===== src/design/fb_config.svh =====
/* build-time sizes of the frame buffer; slot count and frame size are run-time inputs
   frame size must be a nonzero multiple of FB_BURST_LEN and fit in 2**FB_FRAME_WORDS_WIDTH */
`ifndef FB_CONFIG_SVH
`define FB_CONFIG_SVH

// ----------------------------------------
// data path
// ----------------------------------------
`define FB_DATA_WIDTH         32   // pixel bits
`define FB_PTR_WIDTH          2    // up to 4 slots
`define FB_FRAME_WORDS_WIDTH  10   // 1024 words per slot

// ----------------------------------------
// bursts and buffering
// ----------------------------------------
`define FB_BURST_LEN          16   // words per grant
`define FB_FRONT_DEPTH        64   // input side
`define FB_OUT_DEPTH          64   // output side, sets reader credits

`endif


===== src/design/fb_ctrl_pkg.sv =====
/* state encodings of the write side, read side and memory arbiter */
package fb_ctrl_pkg;

	// input admission uses IDLE/FILL/DROP, burst side uses IDLE/BURST
	typedef enum logic [1:0] {WR_IDLE, WR_FILL, WR_DROP, WR_BURST} wr_state_t;

	typedef enum logic [1:0] {
		RD_IDLE,         // no frame in flight
		RD_WAIT_CREDIT,  // waiting for room in output fifo
		RD_BURST,        // request or beats running
		RD_RELEASE       // slot handed back
	} rd_state_t;

	typedef enum logic [1:0] {ARB_NONE, ARB_WRITER, ARB_READER} arb_owner_t;

endpackage


===== src/design/fb_types_pkg.sv =====
/* vector types shared by every frame buffer block */
`include "fb_config.svh"

package fb_types_pkg;

	typedef logic [`FB_DATA_WIDTH-1:0] pixel_t;          // one pixel word
	typedef logic [`FB_DATA_WIDTH:0]   out_word_t;       // top bit = frame start flag

	typedef logic [`FB_PTR_WIDTH-1:0]  frame_ptr_t;      // slot index

	// slot index on top, word offset below
	typedef logic [`FB_PTR_WIDTH+`FB_FRAME_WORDS_WIDTH-1:0] mem_addr_t;

	typedef logic [`FB_FRAME_WORDS_WIDTH:0] frame_words_t; // words in a frame, full count fits
	typedef logic [`FB_PTR_WIDTH:0]         slot_cnt_t;    // occupied slots, 0..4

endpackage


===== src/design/fb_mem_port_if.sv =====
/* one burst channel into the memory arbiter; req and addr held until the ack pulse,
   then FB_BURST_LEN beats follow, last on the final one */
`timescale 1ns/1ps

interface fb_mem_port_if
	import fb_types_pkg::*;
();
	logic      req;     // burst wanted
	logic      ack;     // single cycle grant
	mem_addr_t addr;    // burst base
	pixel_t    wdata;
	logic      wvalid;  // write beat carries data
	pixel_t    rdata;
	logic      rvalid;  // one cycle behind its beat
	logic      last;    // final beat

	modport requester (output req, addr, wdata, wvalid, input ack, rdata, rvalid, last);
	modport arbiter   (input req, addr, wdata, wvalid, output ack, rdata, rvalid, last);

endinterface


===== src/design/fb_sync_fifo.sv =====
/* first-word-fall-through fifo, o_dout valid while o_empty is low
   caller must not write when full or read when empty */
`timescale 1ns/1ps

module fb_sync_fifo #(
	parameter int WIDTH = 32,
	parameter int DEPTH = 64   // power of two
) (
	input  logic                     clk_frame_buf,
	input  logic                     i_rst,
	input  logic                     i_wr_en,
	input  logic [WIDTH-1:0]         i_din,
	input  logic                     i_rd_en,
	output logic [WIDTH-1:0]         o_dout,
	output logic                     o_full,
	output logic                     o_empty,
	output logic [$clog2(DEPTH):0]   o_count
);
	localparam int AW = $clog2(DEPTH);

	logic [WIDTH-1:0] mem [0:DEPTH-1]; // no reset, payload only
	logic [AW-1:0]    wr_ptr;
	logic [AW-1:0]    rd_ptr;
	logic [AW:0]      count;

	always_ff @(posedge clk_frame_buf) begin
		if (i_wr_en)
			mem[wr_ptr] <= i_din;
	end

	always_ff @(posedge clk_frame_buf) begin
		if (i_rst) begin
			wr_ptr <= '0;
			rd_ptr <= '0;
			count  <= '0;
		end else begin
			if (i_wr_en) wr_ptr <= wr_ptr + 1'b1; // wraps at DEPTH
			if (i_rd_en) rd_ptr <= rd_ptr + 1'b1;
			count <= count + (AW+1)'(i_wr_en) - (AW+1)'(i_rd_en);
		end
	end

	assign o_dout  = mem[rd_ptr]; // fall through
	assign o_full  = (count == (AW+1)'(DEPTH));
	assign o_empty = (count == '0);
	assign o_count = count;

	a_no_overflow  : assert property (@(posedge clk_frame_buf) disable iff (i_rst) o_full |-> !i_wr_en);
	a_no_underflow : assert property (@(posedge clk_frame_buf) disable iff (i_rst) o_empty |-> !i_rd_en);

endmodule


===== src/design/fb_wr_logic.sv =====
/* a frame is dropped whole if no slot is free when fval rises; the upstream must honor
   o_front_fifo_full and only one finished frame may wait for its final flush */
`timescale 1ns/1ps
`include "fb_config.svh"

module fb_wr_logic
	import fb_types_pkg::*;
	import fb_ctrl_pkg::*;
(
	input  logic             clk_frame_buf,
	input  logic             i_rst,
	input  logic             i_fval,
	input  logic             i_dval,
	input  pixel_t           i_image_din,
	input  frame_ptr_t       i_frame_depth,   // slots minus one
	input  logic             i_release,       // reader done with oldest slot
	output logic             o_front_fifo_full,
	output logic             o_frame_ready,
	output frame_ptr_t       o_base_ptr,
	fb_mem_port_if.requester mem
);
	localparam frame_words_t BURST = frame_words_t'(`FB_BURST_LEN);

	wr_state_t    in_state, bst_state;
	logic         fval_q, admit;
	logic         fifo_wr, fifo_rd, fifo_empty;
	pixel_t       fifo_dout;
	logic [$clog2(`FB_FRONT_DEPTH):0] fifo_cnt;
	frame_words_t in_words, end_words, wr_off, bst_len, remain, avail;
	logic         pend_end;  // frame ended, words still in fifo
	logic         in_beats, commit, can_go;
	logic [$clog2(`FB_BURST_LEN):0] beat;
	frame_ptr_t   wr_ptr, base_ptr;
	slot_cnt_t    occ;

	function automatic frame_ptr_t ptr_next(frame_ptr_t p, frame_ptr_t d);
		return (p == d) ? '0 : p + 1'b1; // modulo depth+1
	endfunction

	fb_sync_fifo #(.WIDTH(`FB_DATA_WIDTH), .DEPTH(`FB_FRONT_DEPTH)) u_front_fifo (
		.clk_frame_buf (clk_frame_buf),
		.i_rst         (i_rst),
		.i_wr_en       (fifo_wr),
		.i_din         (i_image_din),
		.i_rd_en       (fifo_rd),
		.o_dout        (fifo_dout),
		.o_full        (o_front_fifo_full),
		.o_empty       (fifo_empty),
		.o_count       (fifo_cnt)
	);

	// ----------------------------------------
	// admission, pending frame takes a slot too
	// ----------------------------------------
	assign admit   = i_fval && !fval_q && (in_state == WR_IDLE) &&
	                 (occ + slot_cnt_t'(pend_end) <= {1'b0, i_frame_depth});
	assign fifo_wr = i_fval && i_dval && (admit || in_state == WR_FILL);

	always_ff @(posedge clk_frame_buf) begin
		if (i_rst) begin
			in_state  <= WR_IDLE;
			fval_q    <= 1'b0;
			pend_end  <= 1'b0;
			in_words  <= '0;
			end_words <= '0;
		end else begin
			fval_q <= i_fval;
			if (commit) pend_end <= 1'b0;
			case (in_state)
				WR_IDLE: begin
					in_words <= frame_words_t'(fifo_wr); // first pixel may ride the edge
					if (i_fval && !fval_q) in_state <= admit ? WR_FILL : WR_DROP;
				end
				WR_FILL: begin
					if (!i_fval) begin
						in_state <= WR_IDLE;
						if (in_words != '0) begin
							pend_end  <= 1'b1;
							end_words <= in_words;
						end
					end else if (fifo_wr) begin
						in_words <= in_words + 1'b1;
					end
				end
				WR_DROP: if (!i_fval) in_state <= WR_IDLE; // discard until fval falls
				default: in_state <= WR_IDLE;
			endcase
		end
	end

	// ----------------------------------------
	// burst side
	// ----------------------------------------
	assign remain = end_words - wr_off;
	assign avail  = (remain > BURST) ? BURST : remain;
	assign can_go = pend_end ? (avail != '0 && fifo_cnt >= avail && !fifo_empty)
	                         : (fifo_cnt >= BURST);

	assign fifo_rd    = in_beats && (beat < bst_len); // short tail burst leaves beats idle
	assign mem.wvalid = fifo_rd;
	assign mem.wdata  = fifo_dout;
	assign mem.addr   = {wr_ptr, wr_off[`FB_FRAME_WORDS_WIDTH-1:0]};

	always_ff @(posedge clk_frame_buf) begin
		if (i_rst) begin
			bst_state <= WR_IDLE;
			mem.req   <= 1'b0;
			in_beats  <= 1'b0;
			beat      <= '0;
			bst_len   <= '0;
			commit    <= 1'b0;
			wr_off    <= '0;
			wr_ptr    <= '0;
			base_ptr  <= '0;
			occ       <= '0;
		end else begin
			commit <= 1'b0;
			case (bst_state)
				WR_BURST: begin
					if (mem.ack) begin
						mem.req  <= 1'b0;
						in_beats <= 1'b1;
						beat     <= '0;
					end
					if (in_beats) begin
						beat <= beat + 1'b1;
						if (mem.last) begin
							in_beats  <= 1'b0;
							bst_state <= WR_IDLE;
							wr_off    <= wr_off + bst_len;
							commit    <= pend_end && (wr_off + bst_len == end_words);
						end
					end
				end
				default: begin
					if (can_go && !commit) begin // offset settles after commit
						mem.req   <= 1'b1;
						bst_len   <= pend_end ? avail : BURST;
						bst_state <= WR_BURST;
					end else if (pend_end && remain == '0 && !commit) begin
						commit <= 1'b1; // fval fell after the final burst
					end
				end
			endcase
			if (commit) begin // one cycle after the frame's last beat
				wr_off <= '0;
				wr_ptr <= ptr_next(wr_ptr, i_frame_depth);
			end
			if (i_release) base_ptr <= ptr_next(base_ptr, i_frame_depth);
			occ <= occ + slot_cnt_t'(commit) - slot_cnt_t'(i_release);
		end
	end

	assign o_frame_ready = (occ != '0);
	assign o_base_ptr    = base_ptr;

endmodule


===== src/flat_wrapper.sv =====
// flat-port wrapper written by rule: the top's interface ports become plain ports
module fb_wr_logic_flat import fb_types_pkg::*; import fb_ctrl_pkg::*;
  (clk_frame_buf, i_rst, i_fval, i_dval, i_image_din, i_frame_depth, i_release, o_front_fifo_full, o_frame_ready, o_base_ptr, mem_req, mem_addr, mem_wdata, mem_wvalid, mem_ack, mem_rdata, mem_rvalid, mem_last);
  fb_mem_port_if mem_i ();
  input  logic clk_frame_buf;
  input  logic i_rst;
  input  logic i_fval;
  input  logic i_dval;
  input  pixel_t i_image_din;
  input  frame_ptr_t i_frame_depth;
  input  logic i_release;
  output logic o_front_fifo_full;
  output logic o_frame_ready;
  output frame_ptr_t o_base_ptr;
  output wire logic [$bits(mem_i.req)-1:0] mem_req;
  output wire logic [$bits(mem_i.addr)-1:0] mem_addr;
  output wire logic [$bits(mem_i.wdata)-1:0] mem_wdata;
  output wire logic [$bits(mem_i.wvalid)-1:0] mem_wvalid;
  input wire logic [$bits(mem_i.ack)-1:0] mem_ack;
  input wire logic [$bits(mem_i.rdata)-1:0] mem_rdata;
  input wire logic [$bits(mem_i.rvalid)-1:0] mem_rvalid;
  input wire logic [$bits(mem_i.last)-1:0] mem_last;
  assign mem_req = mem_i.req;
  assign mem_addr = mem_i.addr;
  assign mem_wdata = mem_i.wdata;
  assign mem_wvalid = mem_i.wvalid;
  assign mem_i.ack = mem_ack;
  assign mem_i.rdata = mem_rdata;
  assign mem_i.rvalid = mem_rvalid;
  assign mem_i.last = mem_last;
  fb_wr_logic u_core (.clk_frame_buf(clk_frame_buf), .i_rst(i_rst), .i_fval(i_fval), .i_dval(i_dval), .i_image_din(i_image_din), .i_frame_depth(i_frame_depth), .i_release(i_release), .o_front_fifo_full(o_front_fifo_full), .o_frame_ready(o_frame_ready), .o_base_ptr(o_base_ptr), .mem(mem_i));
endmodule

===== config.mk =====
export PLATFORM = sky130hd
export DESIGN_NAME = fb_wr_logic_flat
export DESIGN_NICKNAME = d
export VERILOG_FILES = /design/src/design/fb_ctrl_pkg.sv /design/src/design/fb_types_pkg.sv /design/src/design/fb_mem_port_if.sv /design/src/design/fb_sync_fifo.sv /design/src/design/fb_wr_logic.sv /design/src/flat_wrapper.sv
export VERILOG_INCLUDE_DIRS = /design/src /design/src/design
export SDC_FILE = /design/constraint.sdc
export NUM_CORES = 2
export LEC_CHECK = 0
export BUFFER_PORTS_ARGS = -buffer_cell sky130_fd_sc_hd__buf_4
export CAP_MARGIN = 20
export CORE_MARGIN = 8
export CORE_UTILIZATION = 30
export DETAILED_ROUTE_END_ITERATION = 7
export GPL_TIMING_DRIVEN = 0
export SLEW_MARGIN = 20
export SYNTH_ARGS = -nofsm -noshare
export SYNTH_HDL_FRONTEND = slang
export SYNTH_SLANG_ARGS = --single-unit

===== constraint.sdc =====
create_clock -name clk_frame_buf -period 4.15 [get_ports clk_frame_buf]
set_input_delay 0.83 -clock clk_frame_buf [delete_from_list [all_inputs] [get_ports clk_frame_buf]]
set_output_delay 0.83 -clock clk_frame_buf [all_outputs]
set_load 0.005 [all_outputs]

==> reports/metrics.cfg <==
[yosys]
yosysTopAreaCellShare_pct = 74.0
yosysWarnings = 0
synth_top_cell_by_area = edfxtp_1
synthCells = 3618
synth.most_common_cell = edfxtp_1
synthTopCellsByCount = edfxtp_1, mux4_2, nor2_1
synth-edff-count = 2048
synth.avg_cell_area_um2 = 23.0
synth_ff_type = edfxtp_1
ys_ff_latch = 2137
ys_types = 69
synthTopCellsByArea = edfxtp_1, mux4_2, dfxtp_1, ha_1, nor2_1
syn_area_um2 = 83100
seq_area_frac_synth_pct = 76.1
async_flop_share_pct = 0

[sta]
slew_headroom_pct = 25.2
fin_skew_ns = 0.0292
fmax_mhz = 216
fin_crit_sh_pct = 112
finalHoldViolCount = 0
setup_tns_ns = -13.67
grt_setup_unrepaired = true
layout_min_cycle_time_ns = 4.63
setup_violations = 32
worstMarginPinSlew_ns = 1.12
maxSlewViolCount = 0
setup_slack_ns = -0.479

[worst_setup_path]
critPathArrivalTime_ns = 3.80
cp_max_fo = 10
r2r_slack_ns = 0.15
cp.required_ns = 3.32
cp-endpoint = mem_wdata[20]
r2r-end = u_core.bst_len[9]
start_kind = register
worstSetupEndpointType = primary output
r2r_start = u_core.wr_off[1]
critical_path_class = reg -> out
r2r_cells = 19

[clock_tree]
numClockSinks = 2137
cts-root-buf = clkbuf_16
ctsHtreeMaxLevel = 4
cts_tree = done
cts_made_buffers = 203
clockBufferDepth = 3
clk_latency_ns = 0.87
clkTransAtPathRegs_ns = 0.06

[die]
start_util_pct = 30.1
fp.dieArea_um2 = 294000
num_rows = 193
die_w_um = 542
die_h_um = 542
core_um2 = 276000
ioPinCount = 124

[route]
routedWlPerCell_um = 26.9
drc = 0
drtIter0Drc = 4475
vias_per_cell = 4.99
ant_nets = 0
firstDrtPassIters = 7
wl_um = 215000
vias = 40000

[cells_and_area]
nFillCells = 24800
drive_above_1_share_pct = 35.8
seq_area_um2 = 63300
multi_input_area_um2 = 19500
syn_to_final_growth_pct = 20.9
postLayoutCellArea_um2 = 101000
nets = 4271

[grt]
grt_max_degree = 65
grt_pass1_vias = 40500
grtUsageTotal_pct = 14.2
grt_pass1_wl_um = 303000
grt_antenna_before_repair = 29
globalRouteOverflowTotal = 0

[pwr]
ir_drop_uv = 338
powerDensity_nw_per_um2 = 450
p_leak_nw = 30.5

[job]
drv_cap = 0

[placement]
dpl_cell_area_um2 = 91200
hpwl_um = 142000
place.gp.congestion = 0.818
io_buffers = 89

[outcome]
violations = negative setup slack
outcome = complete, but fails checks

[hold_path]
hp-class = in -> reg

[power by group]
part | switching (W) | internal [W] | total [W]
sequential | 0.0000608 | 0.0237 | 0.0237
clock | 0.00802 | 0.0102 | 0.0182
combinational | 0.00173 | 0.00152 | 0.00325
total | 0.00981 | 0.0354 | 0.0452
[through the flow]
stage               total power (W)  hold WS (ns)  instances  setup WS (ns)  util [%]
finish                       0.0452         0.223       8012         -0.479      36.4
global route                 0.0465         0.186       8008         -0.536      36.4
CTS                          0.0455         0.171       7994         -0.530      36.2
detailed placement           0.0271         0.476       7510          -1.20      33.0
global placement             0.0270         0.474       7413          -2.98      32.0
floorplan                    0.0259         0.459       3619         -0.122         -
[critical path, cell delays in order, from the launching register on]
cell	delay, ns
dfxtp_4	0.43
buf_12	0.16
buf_16	0.19
buf_16	0.18
mux4_2	0.52
mux4_2	0.60
mux4_2	0.66
buf_6	0.17
[registers in the layout, summed over array words and instances, names as in the netlist, 2 cells and up, named ones only]
register	cells
u_core.wr_off	11
u_core.beat	5
u_core.in_words	11
u_core.u_front_fifo.o_count	7
u_core.u_front_fifo.rd_ptr	6
u_core.bst_len	11
u_core.in_state	2
u_core.o_base_ptr	2
u_core.wr_ptr	2
u_core.u_front_fifo.wr_ptr	6
u_core.occ	3
u_core.end_words	11
u_core.u_front_fifo.mem	2048
[layout make-up]
type	instances	share of cell area, %
Antenna cell	5	0.0124
Sequential cell	2137	63.0
Tap cell	3705	4.61
Timing Repair Buffer	317	4.21
Clock buffer	247	5.28
Clock inverter	121	1.16
Multi-Input combinational cell	1245	19.4
Buffer	185	2.12
Inverter	50	0.187
[logic make-up (layout without fill, tap and decap cells)]
| kind of cell | Yosys count | after routing | share of synthesized area (%) |
|---|---|---|---|
| AO/OA/AOI/OAI | 132 | 132 | 1.03 |
| XOR/XNOR | 56 | 56 | 0.590 |
| adder cells (fa/ha/maj) | 58 | 58 | 0.909 |
| buffers and inverters | 237 | 920 | 1.27 |
| flip-flops | 2137 | 2137 | 76.1 |
| multiplexers | 690 | 690 | 18.3 |
| other | 1 | 7 | 0.00451 |
| AND/OR/NAND/NOR | 307 | 307 | 1.75 |
[worst min-delay path by stage]
stage                     slack, ns      startpoint  cells past startpoint             end
after CTS                      0.17         mem_ack                      2  u_core.mem.req
final                          0.22         mem_ack                      2  u_core.mem.req
after detailed placement       0.48  u_core.mem.req                      2  u_core.mem.req
after global routing           0.19         mem_ack                      2  u_core.mem.req
after global placement         0.47  u_core.mem.req                      2  u_core.mem.req
after floorplan                0.46  u_core.mem.req                      2  u_core.mem.req
[cell usage in the layout (no fill, tap or decap), types with 43 or more instances in the layout]
master,synthesis,final
clkbuf_1,103,69
clkbuf_16,0,213
edfxtp_1,2048,2048
inv_1,49,48
dfxtp_1,89,81
buf_16,0,60
mux4_2,665,665
nor2_1,138,73
nand2_1,57,51
clkinv_1,0,46
nor2_4,0,63
buf_4,22,202
a21oi_1,44,43
ha_1,54,50
buf_12,0,87
[layer usage]
| metal | vias up | track usage (%) | share of wire, % | routed length (um) |
|---|---|---|---|---|
| li1 | 16400 | - | - | - |
| met1 | 21700 | 18.3 | 40 | 85800 |
| met2 | 1462 | 24.4 | 50 | 108000 |
| met3 | 326 | 2.70 | 6.7 | 14500 |
| met4 | 24 | 4.61 | 3.1 | 6740 |
| met5 | - | 0 | 0.074 | 160 |
[timing repair]
item,CTS,global route
cloned,4,3
hold buffers,0,0
endpoints found under the hold margin,0,0
endpoints found under the setup margin,1987,502
setup buffers,112,12
resized for setup,394,59
pin swaps,53,14
(Power assumes the default switching activity.)
