File: config.mk
export PLATFORM = sky130hd
export DESIGN_NAME = fb_rd_logic_flat
export DESIGN_NICKNAME = d
export VERILOG_FILES = /design/src/design/fb_ctrl_pkg.sv /design/src/design/fb_types_pkg.sv /design/src/design/fb_mem_port_if.sv /design/src/design/fb_rd_logic.sv /design/src/design/fb_sync_fifo.sv /design/src/flat_wrapper.sv
export VERILOG_INCLUDE_DIRS = /design/src /design/src/design
export SDC_FILE = /design/constraint.sdc
export NUM_CORES = 2
export LEC_CHECK = 0
export ABC_AREA = 1
export BUFFER_PORTS_ARGS = -buffer_cell sky130_fd_sc_hd__buf_2
export CAP_MARGIN = 20
export CORE_MARGIN = 5
export CORE_UTILIZATION = 50
export DETAILED_ROUTE_END_ITERATION = 8
export HOLD_SLACK_MARGIN = 0.03
export MAX_ROUTING_LAYER = met4
export PLACE_DENSITY = 0.71
export SLEW_MARGIN = 20
export SYNTH_ARGS = -nofsm -noshare
export SYNTH_HDL_FRONTEND = slang
export SYNTH_SLANG_ARGS = --single-unit
File: constraint.sdc
create_clock -name clk_frame_buf -period 5.1 [get_ports clk_frame_buf]
set_input_delay 0.255 -clock clk_frame_buf [delete_from_list [all_inputs] [get_ports clk_frame_buf]]
set_output_delay 0.255 -clock clk_frame_buf [all_outputs]
set_load 0.005 [all_outputs]
File: src/design/fb_config.svh
/* build-time sizes of the frame buffer; slot count and frame size are run-time inputs
   frame size must be a nonzero multiple of FB_BURST_LEN and fit in 2**FB_FRAME_WORDS_WIDTH */
`ifndef FB_CONFIG_SVH
`define FB_CONFIG_SVH

// ----------------------------------------
// data path
// ----------------------------------------
`define FB_DATA_WIDTH         32   // pixel bits
`define FB_PTR_WIDTH          2    // up to 4 slots
`define FB_FRAME_WORDS_WIDTH  10   // 1024 words per slot

// ----------------------------------------
// bursts and buffering
// ----------------------------------------
`define FB_BURST_LEN          16   // words per grant
`define FB_FRONT_DEPTH        64   // input side
`define FB_OUT_DEPTH          64   // output side, sets reader credits

`endif

File: src/design/fb_ctrl_pkg.sv
/* state encodings of the write side, read side and memory arbiter */
package fb_ctrl_pkg;

	// input admission uses IDLE/FILL/DROP, burst side uses IDLE/BURST
	typedef enum logic [1:0] {WR_IDLE, WR_FILL, WR_DROP, WR_BURST} wr_state_t;

	typedef enum logic [1:0] {
		RD_IDLE,         // no frame in flight
		RD_WAIT_CREDIT,  // waiting for room in output fifo
		RD_BURST,        // request or beats running
		RD_RELEASE       // slot handed back
	} rd_state_t;

	typedef enum logic [1:0] {ARB_NONE, ARB_WRITER, ARB_READER} arb_owner_t;

endpackage

File: src/design/fb_types_pkg.sv
/* vector types shared by every frame buffer block */
`include "fb_config.svh"

package fb_types_pkg;

	typedef logic [`FB_DATA_WIDTH-1:0] pixel_t;          // one pixel word
	typedef logic [`FB_DATA_WIDTH:0]   out_word_t;       // top bit = frame start flag

	typedef logic [`FB_PTR_WIDTH-1:0]  frame_ptr_t;      // slot index

	// slot index on top, word offset below
	typedef logic [`FB_PTR_WIDTH+`FB_FRAME_WORDS_WIDTH-1:0] mem_addr_t;

	typedef logic [`FB_FRAME_WORDS_WIDTH:0] frame_words_t; // words in a frame, full count fits
	typedef logic [`FB_PTR_WIDTH:0]         slot_cnt_t;    // occupied slots, 0..4

endpackage

File: src/design/fb_mem_port_if.sv
/* one burst channel into the memory arbiter; req and addr held until the ack pulse,
   then FB_BURST_LEN beats follow, last on the final one */
`timescale 1ns/1ps

interface fb_mem_port_if
	import fb_types_pkg::*;
();
	logic      req;     // burst wanted
	logic      ack;     // single cycle grant
	mem_addr_t addr;    // burst base
	pixel_t    wdata;
	logic      wvalid;  // write beat carries data
	pixel_t    rdata;
	logic      rvalid;  // one cycle behind its beat
	logic      last;    // final beat

	modport requester (output req, addr, wdata, wvalid, input ack, rdata, rvalid, last);
	modport arbiter   (input req, addr, wdata, wvalid, output ack, rdata, rvalid, last);

endinterface

File: src/design/fb_rd_logic.sv
/* reads whole frames from the oldest slot; i_frame_size must be a nonzero multiple
   of FB_BURST_LEN, output word top bit marks pixel 0 of a frame */
`timescale 1ns/1ps
`include "fb_config.svh"

module fb_rd_logic
	import fb_types_pkg::*;
	import fb_ctrl_pkg::*;
(
	input  logic             clk_frame_buf,
	input  logic             i_rst,
	input  logic             i_frame_ready,
	input  frame_ptr_t       i_base_ptr,
	input  frame_words_t     i_frame_size,
	input  frame_ptr_t       i_frame_depth,
	input  logic             i_buf_rd,
	output logic             o_release,
	output logic             o_buf_empty,
	output logic             o_buf_pe,
	output out_word_t        o_image_dout,
	fb_mem_port_if.requester mem
);
	localparam int           CW    = $clog2(`FB_OUT_DEPTH) + 1;
	localparam frame_words_t BURST = frame_words_t'(`FB_BURST_LEN);

	rd_state_t    state;
	logic [CW-1:0] cred;    // free output fifo entries not yet claimed
	logic [CW-1:0] of_cnt;
	frame_words_t rd_off;   // next burst offset
	frame_words_t push_off; // words pushed this frame
	logic         pop;

	fb_sync_fifo #(.WIDTH(`FB_DATA_WIDTH + 1), .DEPTH(`FB_OUT_DEPTH)) u_out_fifo (
		.clk_frame_buf (clk_frame_buf),
		.i_rst         (i_rst),
		.i_wr_en       (mem.rvalid),
		.i_din         ({push_off == '0, mem.rdata}), // flag on offset 0
		.i_rd_en       (pop),
		.o_dout        (o_image_dout),
		.o_full        (),
		.o_empty       (o_buf_empty),
		.o_count       (of_cnt)
	);

	assign pop        = i_buf_rd && !o_buf_empty;
	assign o_buf_pe   = (of_cnt < CW'(`FB_BURST_LEN));
	assign o_release  = (state == RD_RELEASE);
	assign mem.addr   = {i_base_ptr, rd_off[`FB_FRAME_WORDS_WIDTH-1:0]};
	assign mem.wdata  = '0; // read only channel
	assign mem.wvalid = 1'b0;

	always_ff @(posedge clk_frame_buf) begin
		if (i_rst) begin
			state    <= RD_IDLE;
			mem.req  <= 1'b0;
			cred     <= CW'(`FB_OUT_DEPTH);
			rd_off   <= '0;
			push_off <= '0;
		end else begin
			// claim a whole burst at ack, give back per word drained
			cred <= cred - (mem.ack ? CW'(`FB_BURST_LEN) : '0) + CW'(pop);
			if (mem.rvalid) push_off <= push_off + 1'b1;
			case (state)
				RD_IDLE: if (i_frame_ready) begin
					state    <= RD_WAIT_CREDIT;
					rd_off   <= '0;
					push_off <= '0;
				end
				RD_WAIT_CREDIT: if (cred >= CW'(`FB_BURST_LEN)) begin
					mem.req <= 1'b1;
					state   <= RD_BURST;
				end
				RD_BURST: begin
					if (mem.ack) mem.req <= 1'b0;
					if (mem.last) begin
						rd_off <= rd_off + BURST;
						state  <= (rd_off + BURST >= i_frame_size) ? RD_RELEASE : RD_WAIT_CREDIT;
					end
				end
				default: state <= RD_IDLE; // release pulse, final word lands now
			endcase
		end
	end

	a_cred_bound : assert property (@(posedge clk_frame_buf) disable iff (i_rst)
		cred <= CW'(`FB_OUT_DEPTH));
	// writer's oldest slot stays inside the configured ring
	a_base_in_ring : assert property (@(posedge clk_frame_buf) disable iff (i_rst)
		i_frame_ready |-> i_base_ptr <= i_frame_depth);

endmodule

File: src/design/fb_sync_fifo.sv
/* first-word-fall-through fifo, o_dout valid while o_empty is low
   caller must not write when full or read when empty */
`timescale 1ns/1ps

module fb_sync_fifo #(
	parameter int WIDTH = 32,
	parameter int DEPTH = 64   // power of two
) (
	input  logic                     clk_frame_buf,
	input  logic                     i_rst,
	input  logic                     i_wr_en,
	input  logic [WIDTH-1:0]         i_din,
	input  logic                     i_rd_en,
	output logic [WIDTH-1:0]         o_dout,
	output logic                     o_full,
	output logic                     o_empty,
	output logic [$clog2(DEPTH):0]   o_count
);
	localparam int AW = $clog2(DEPTH);

	logic [WIDTH-1:0] mem [0:DEPTH-1]; // no reset, payload only
	logic [AW-1:0]    wr_ptr;
	logic [AW-1:0]    rd_ptr;
	logic [AW:0]      count;

	always_ff @(posedge clk_frame_buf) begin
		if (i_wr_en)
			mem[wr_ptr] <= i_din;
	end

	always_ff @(posedge clk_frame_buf) begin
		if (i_rst) begin
			wr_ptr <= '0;
			rd_ptr <= '0;
			count  <= '0;
		end else begin
			if (i_wr_en) wr_ptr <= wr_ptr + 1'b1; // wraps at DEPTH
			if (i_rd_en) rd_ptr <= rd_ptr + 1'b1;
			count <= count + (AW+1)'(i_wr_en) - (AW+1)'(i_rd_en);
		end
	end

	assign o_dout  = mem[rd_ptr]; // fall through
	assign o_full  = (count == (AW+1)'(DEPTH));
	assign o_empty = (count == '0);
	assign o_count = count;

	a_no_overflow  : assert property (@(posedge clk_frame_buf) disable iff (i_rst) o_full |-> !i_wr_en);
	a_no_underflow : assert property (@(posedge clk_frame_buf) disable iff (i_rst) o_empty |-> !i_rd_en);

endmodule

File: src/flat_wrapper.sv
// flat-port wrapper written by rule: the top's interface ports become plain ports
module fb_rd_logic_flat import fb_types_pkg::*; import fb_ctrl_pkg::*;
  (clk_frame_buf, i_rst, i_frame_ready, i_base_ptr, i_frame_size, i_frame_depth, i_buf_rd, o_release, o_buf_empty, o_buf_pe, o_image_dout, mem_req, mem_addr, mem_wdata, mem_wvalid, mem_ack, mem_rdata, mem_rvalid, mem_last);
  fb_mem_port_if mem_i ();
  input  logic clk_frame_buf;
  input  logic i_rst;
  input  logic i_frame_ready;
  input  frame_ptr_t i_base_ptr;
  input  frame_words_t i_frame_size;
  input  frame_ptr_t i_frame_depth;
  input  logic i_buf_rd;
  output logic o_release;
  output logic o_buf_empty;
  output logic o_buf_pe;
  output out_word_t o_image_dout;
  output wire logic [$bits(mem_i.req)-1:0] mem_req;
  output wire logic [$bits(mem_i.addr)-1:0] mem_addr;
  output wire logic [$bits(mem_i.wdata)-1:0] mem_wdata;
  output wire logic [$bits(mem_i.wvalid)-1:0] mem_wvalid;
  input wire logic [$bits(mem_i.ack)-1:0] mem_ack;
  input wire logic [$bits(mem_i.rdata)-1:0] mem_rdata;
  input wire logic [$bits(mem_i.rvalid)-1:0] mem_rvalid;
  input wire logic [$bits(mem_i.last)-1:0] mem_last;
  assign mem_req = mem_i.req;
  assign mem_addr = mem_i.addr;
  assign mem_wdata = mem_i.wdata;
  assign mem_wvalid = mem_i.wvalid;
  assign mem_i.ack = mem_ack;
  assign mem_i.rdata = mem_rdata;
  assign mem_i.rvalid = mem_rvalid;
  assign mem_i.last = mem_last;
  fb_rd_logic u_core (.clk_frame_buf(clk_frame_buf), .i_rst(i_rst), .i_frame_ready(i_frame_ready), .i_base_ptr(i_base_ptr), .i_frame_size(i_frame_size), .i_frame_depth(i_frame_depth), .i_buf_rd(i_buf_rd), .o_release(o_release), .o_buf_empty(o_buf_empty), .o_buf_pe(o_buf_pe), .o_image_dout(o_image_dout), .mem(mem_i));
endmodule
==> flow_metrics.py <==
metrics = {
    "status": {
        "status": "finished, final reports clean",
    },
    "route": {
        "totalWireLength_mm": 233,
        "detail_route.first_pass.iterations": 9,
        "post_drt_via_cell_ratio": 5.85,
        "drc": 0,
        "drt_iter0_drc": 7629,
        "route.vias.total": 57900,
        "routed_wire_length_per_instance_um": 23.5,
        "drt.antenna.violating_nets": 0,
    },
    "clock_tree": {
        "clock_sink_count": 2165,
        "clock_tree.htree_level_count": 4,
        "clk_path_buf_depth": 3,
        "insertion_delay_ns": 0.85,
        "cts-buffers-inserted": 205,
        "clockRootBuffer": "sky130_fd_sc_hd__clkbuf_16",
        "ctsResizeCount": 0,
        "clk_transition_reported_paths_ns": 0.06,
        "cts_tree": "built",
    },
    "synthesis": {
        "part_of_the_yosys_area_used_for_sequential_elements": 0.733,
        "yosys_reg_bits": 2165,
        "syn_inst": 7359,
        "syn-mean-instance-area_um2": 12.0,
        "yosys_warning_total": 0,
        "synth_cell_type_count": 32,
        "synthesis.area_um2": 88000,
    },
    "cells_and_area": {
        "mostFrequentLayoutCells": "2364 x sky130_fd_sc_hd__nand2_1, 2112 x sky130_fd_sc_hd__edfxtp_1, 1995 x sky130_fd_sc_hd__nand3_1",
        "final_non_filler_cell_total": 9889,
        "drive_above_1_share": 0.0789,
        "area_growth_pct": 10.8,
        "utilization": 0.556,
        "layout_commonest_cell": "sky130_fd_sc_hd__nand2_1",
        "nNetsFinal": 7465,
        "n_fill_cell": 13800,
        "final_design_area_no_fill_um2": 97600,
    },
    "power": {
        "total_power_w": 0.0408,
        "power.leakage_nw": 34.3,
        "power_per_cell_area_nw_per_um2": 419,
        "largest_voltage_drop_on_the_vdd_net_mv": 0.341,
    },
    "global_routing": {
        "grt_pass1_vias": 54500,
        "first_pass_grt_wire_length_mm": 343,
        "largest_net_degree_at_the_start_of_global_routing": 249,
        "groute.usage.overall": 0.253,
        "antenna_found_initial": 18,
        "grt-ovfl-total": 0,
    },
    "placement": {
        "hpwl_mm": 123,
        "number_of_placed_instances_taps_included": 9474,
        "gp_congestion": 0.865,
        "detailed_place.area_um2": 90700,
        "io_buffer_count": 92,
    },
    "floorplanning": {
        "initial_utilization": 0.501,
        "die_h_um": 430,
        "floorplan.io_pins": 136,
        "fp.dieW_um": 430,
        "row_count": 154,
        "die-area_um2": 185000,
        "core-area_um2": 176000,
    },
    "sta": {
        "achievable-frequency_ghz": 0.227,
        "fin_crit_sh": 0.864,
        "grt_setup_unrepaired": "no",
        "number_of_pins_exceeding_their_max_slew_limit_in_the_final_report": 0,
        "worst_slew_pin_slew_ns": 1.15,
        "setup_viol": 0,
        "setup_tns_ns": 0,
        "hold_vio_cnt_final": 0,
        "final.min_clock_period_ns": 4.41,
        "largest_clock_skew_in_the_final_design_ns": 0.0336,
        "timing.slew.headroom": 0.231,
    },
    "critical_path": {
        "worst-path-max-fanout": 248,
        "critical_path_required_ns": 4.85,
        "timing.critical_path.arrival_ns": 4.15,
        "path_class": "reg -> out",
        "cp-end-kind": "output pin",
        "timing.reg2reg.worst_path_depth": 5,
        "timing.critical_path.from_type": "flip-flop",
    },
    "worst_hold_path": {
        "hold_path_depth": 2,
        "min-delay-path-class": "in -> reg",
    },
    "flow_run": {
        "max-cap-violations": 0,
    },
}
## critical path: stages, from the launching register on
cell and delay (ns):
sky130_fd_sc_hd__dfxtp_4 0.50, sky130_fd_sc_hd__inv_16 0.72, sky130_fd_sc_hd__buf_4 0.39, sky130_fd_sc_hd__nand2_1 0.07
sky130_fd_sc_hd__nand3_1 0.07, sky130_fd_sc_hd__nand3_1 0.08, sky130_fd_sc_hd__nand3_1 0.13, sky130_fd_sc_hd__nand3_1 0.18
sky130_fd_sc_hd__nand2_1 0.27, sky130_fd_sc_hd__nand2_1 0.12, sky130_fd_sc_hd__nand2_1 0.39, sky130_fd_sc_hd__buf_2 0.20
## cells in the mapped netlist
| cell type | n | area [um^2] |
|---|---|---|
| sky130_fd_sc_hd__nand3_1 | 1995 | 9980 |
| sky130_fd_sc_hd__nand4_1 | 1 | 6.26 |
| sky130_fd_sc_hd__buf_12 | 1 | 20.0 |
| sky130_fd_sc_hd__nor3_1 | 17 | 85.1 |
| sky130_fd_sc_hd__a21oi_1 | 39 | 195 |
| sky130_fd_sc_hd__nor3b_1 | 3 | 22.5 |
| sky130_fd_sc_hd__clkinv_1 | 3 | 11.3 |
| sky130_fd_sc_hd__nand2_1 | 2364 | 8870 |
| sky130_fd_sc_hd__edfxtp_1 | 2112 | 63400 |
| sky130_fd_sc_hd__nand3b_1 | 3 | 22.5 |
| sky130_fd_sc_hd__or2_2 | 1 | 6.26 |
| sky130_fd_sc_hd__a211oi_1 | 3 | 22.5 |
| sky130_fd_sc_hd__ha_1 | 34 | 425 |
| sky130_fd_sc_hd__dfxtp_1 | 53 | 1060 |
| sky130_fd_sc_hd__fa_1 | 1 | 20.0 |
| sky130_fd_sc_hd__inv_2 | 1 | 3.75 |
| sky130_fd_sc_hd__o21ai_0 | 19 | 95.1 |
| sky130_fd_sc_hd__xnor2_1 | 3 | 26.3 |
| sky130_fd_sc_hd__o21a_1 | 1 | 7.51 |
| sky130_fd_sc_hd__conb_1 | 1 | 3.75 |
| sky130_fd_sc_hd__nor2_1 | 100 | 375 |
| sky130_fd_sc_hd__buf_4 | 156 | 1170 |
| sky130_fd_sc_hd__inv_1 | 81 | 304 |
| sky130_fd_sc_hd__a21boi_0 | 1 | 7.51 |
| sky130_fd_sc_hd__inv_4 | 1 | 6.26 |
| sky130_fd_sc_hd__buf_2 | 193 | 966 |
| sky130_fd_sc_hd__buf_8 | 1 | 15.0 |
| sky130_fd_sc_hd__xor2_1 | 8 | 70.1 |
| sky130_fd_sc_hd__buf_6 | 21 | 236 |
| sky130_fd_sc_hd__nor4_1 | 4 | 25.0 |
| sky130_fd_sc_hd__clkbuf_1 | 78 | 293 |
| sky130_fd_sc_hd__buf_1 | 60 | 225 |
## power breakdown
group          internal (W)  leakage [nW]  switching [W]
registers            0.0196          19.4       0.000106
logic               0.00186          11.8        0.00461
clock network       0.00817          3.11        0.00644
total                0.0297          34.3         0.0112
## layout make-up
type / count / area (um^2) / share of cell area
Antenna cell: 6 / 15.0 / 0.000154
Clock buffer: 269 / 5540 / 0.0567
Clock inverter: 105 / 863 / 0.00885
Inverter: 86 / 360 / 0.00369
Multi-Input combinational cell: 4634 / 20900 / 0.214
Sequential cell: 2165 / 64500 / 0.661
Tap cell: 2340 / 2930 / 0.0300
Timing Repair Buffer: 284 / 2470 / 0.0254
## flip-flops by register name, summed over array words and instances (netlist names), named ones only
signal / cells
u_core.cred: 7
u_core.mem.req: 1
u_core.push_off: 11
u_core.rd_off: 7
u_core.state: 2
u_core.u_out_fifo.mem: 2112
u_core.u_out_fifo.o_count: 7
u_core.u_out_fifo.rd_ptr: 6
u_core.u_out_fifo.wr_ptr: 6
## through the flow
stage          worst slack (ns)  hold slack (ns)
2_1_floorplan             0.201            0.354
3_3_place_gp               1.72            0.465
3_5_place_dp               1.68            0.472
4_1_cts                   0.765           0.0444
5_1_grt                   0.595           0.0937
6_report                  0.694           0.0890
## path summary, 6_finish.rpt
check	slack, ns	end	startpoint
setup reg to reg	1.72	u_core.u_out_fifo.mem[46][13]	u_core.u_out_fifo.wr_ptr[1]
setup / recovery	0.69	o_image_dout[20]	flip-flop
hold / removal	0.09	u_core.u_out_fifo.mem[7][15]	mem_rdata[15]
hold reg to reg	0.48	u_core.rd_off[10]	u_core.rd_off[10]
## per-layer routing
layer	vias up	GRT usage	part of all wire
li1	26000	-	-
met1	27900	0.330	0.37
met2	3361	0.400	0.48
met3	564	0.0379	0.10
met4	0	0.105	0.041
met5	-	-	0
## repair_timing
action	CTS	global route
endpoints found under the hold margin	38	1045
setup buffers	0	0
hold buffers	9	24
## cell families after synthesis
kind of cell	count (synthesis)	share of synthesized area
AND/OR/NAND/NOR	4488	0.220
flip-flops	2165	0.733
buffers and inverters	596	0.0369
AO/OA/AOI/OAI	63	0.00372
adder cells (fa/ha/maj)	35	0.00506
XOR/XNOR	11	0.00109
other	1	0.0000426
Power figures use the tool's default switching activity.
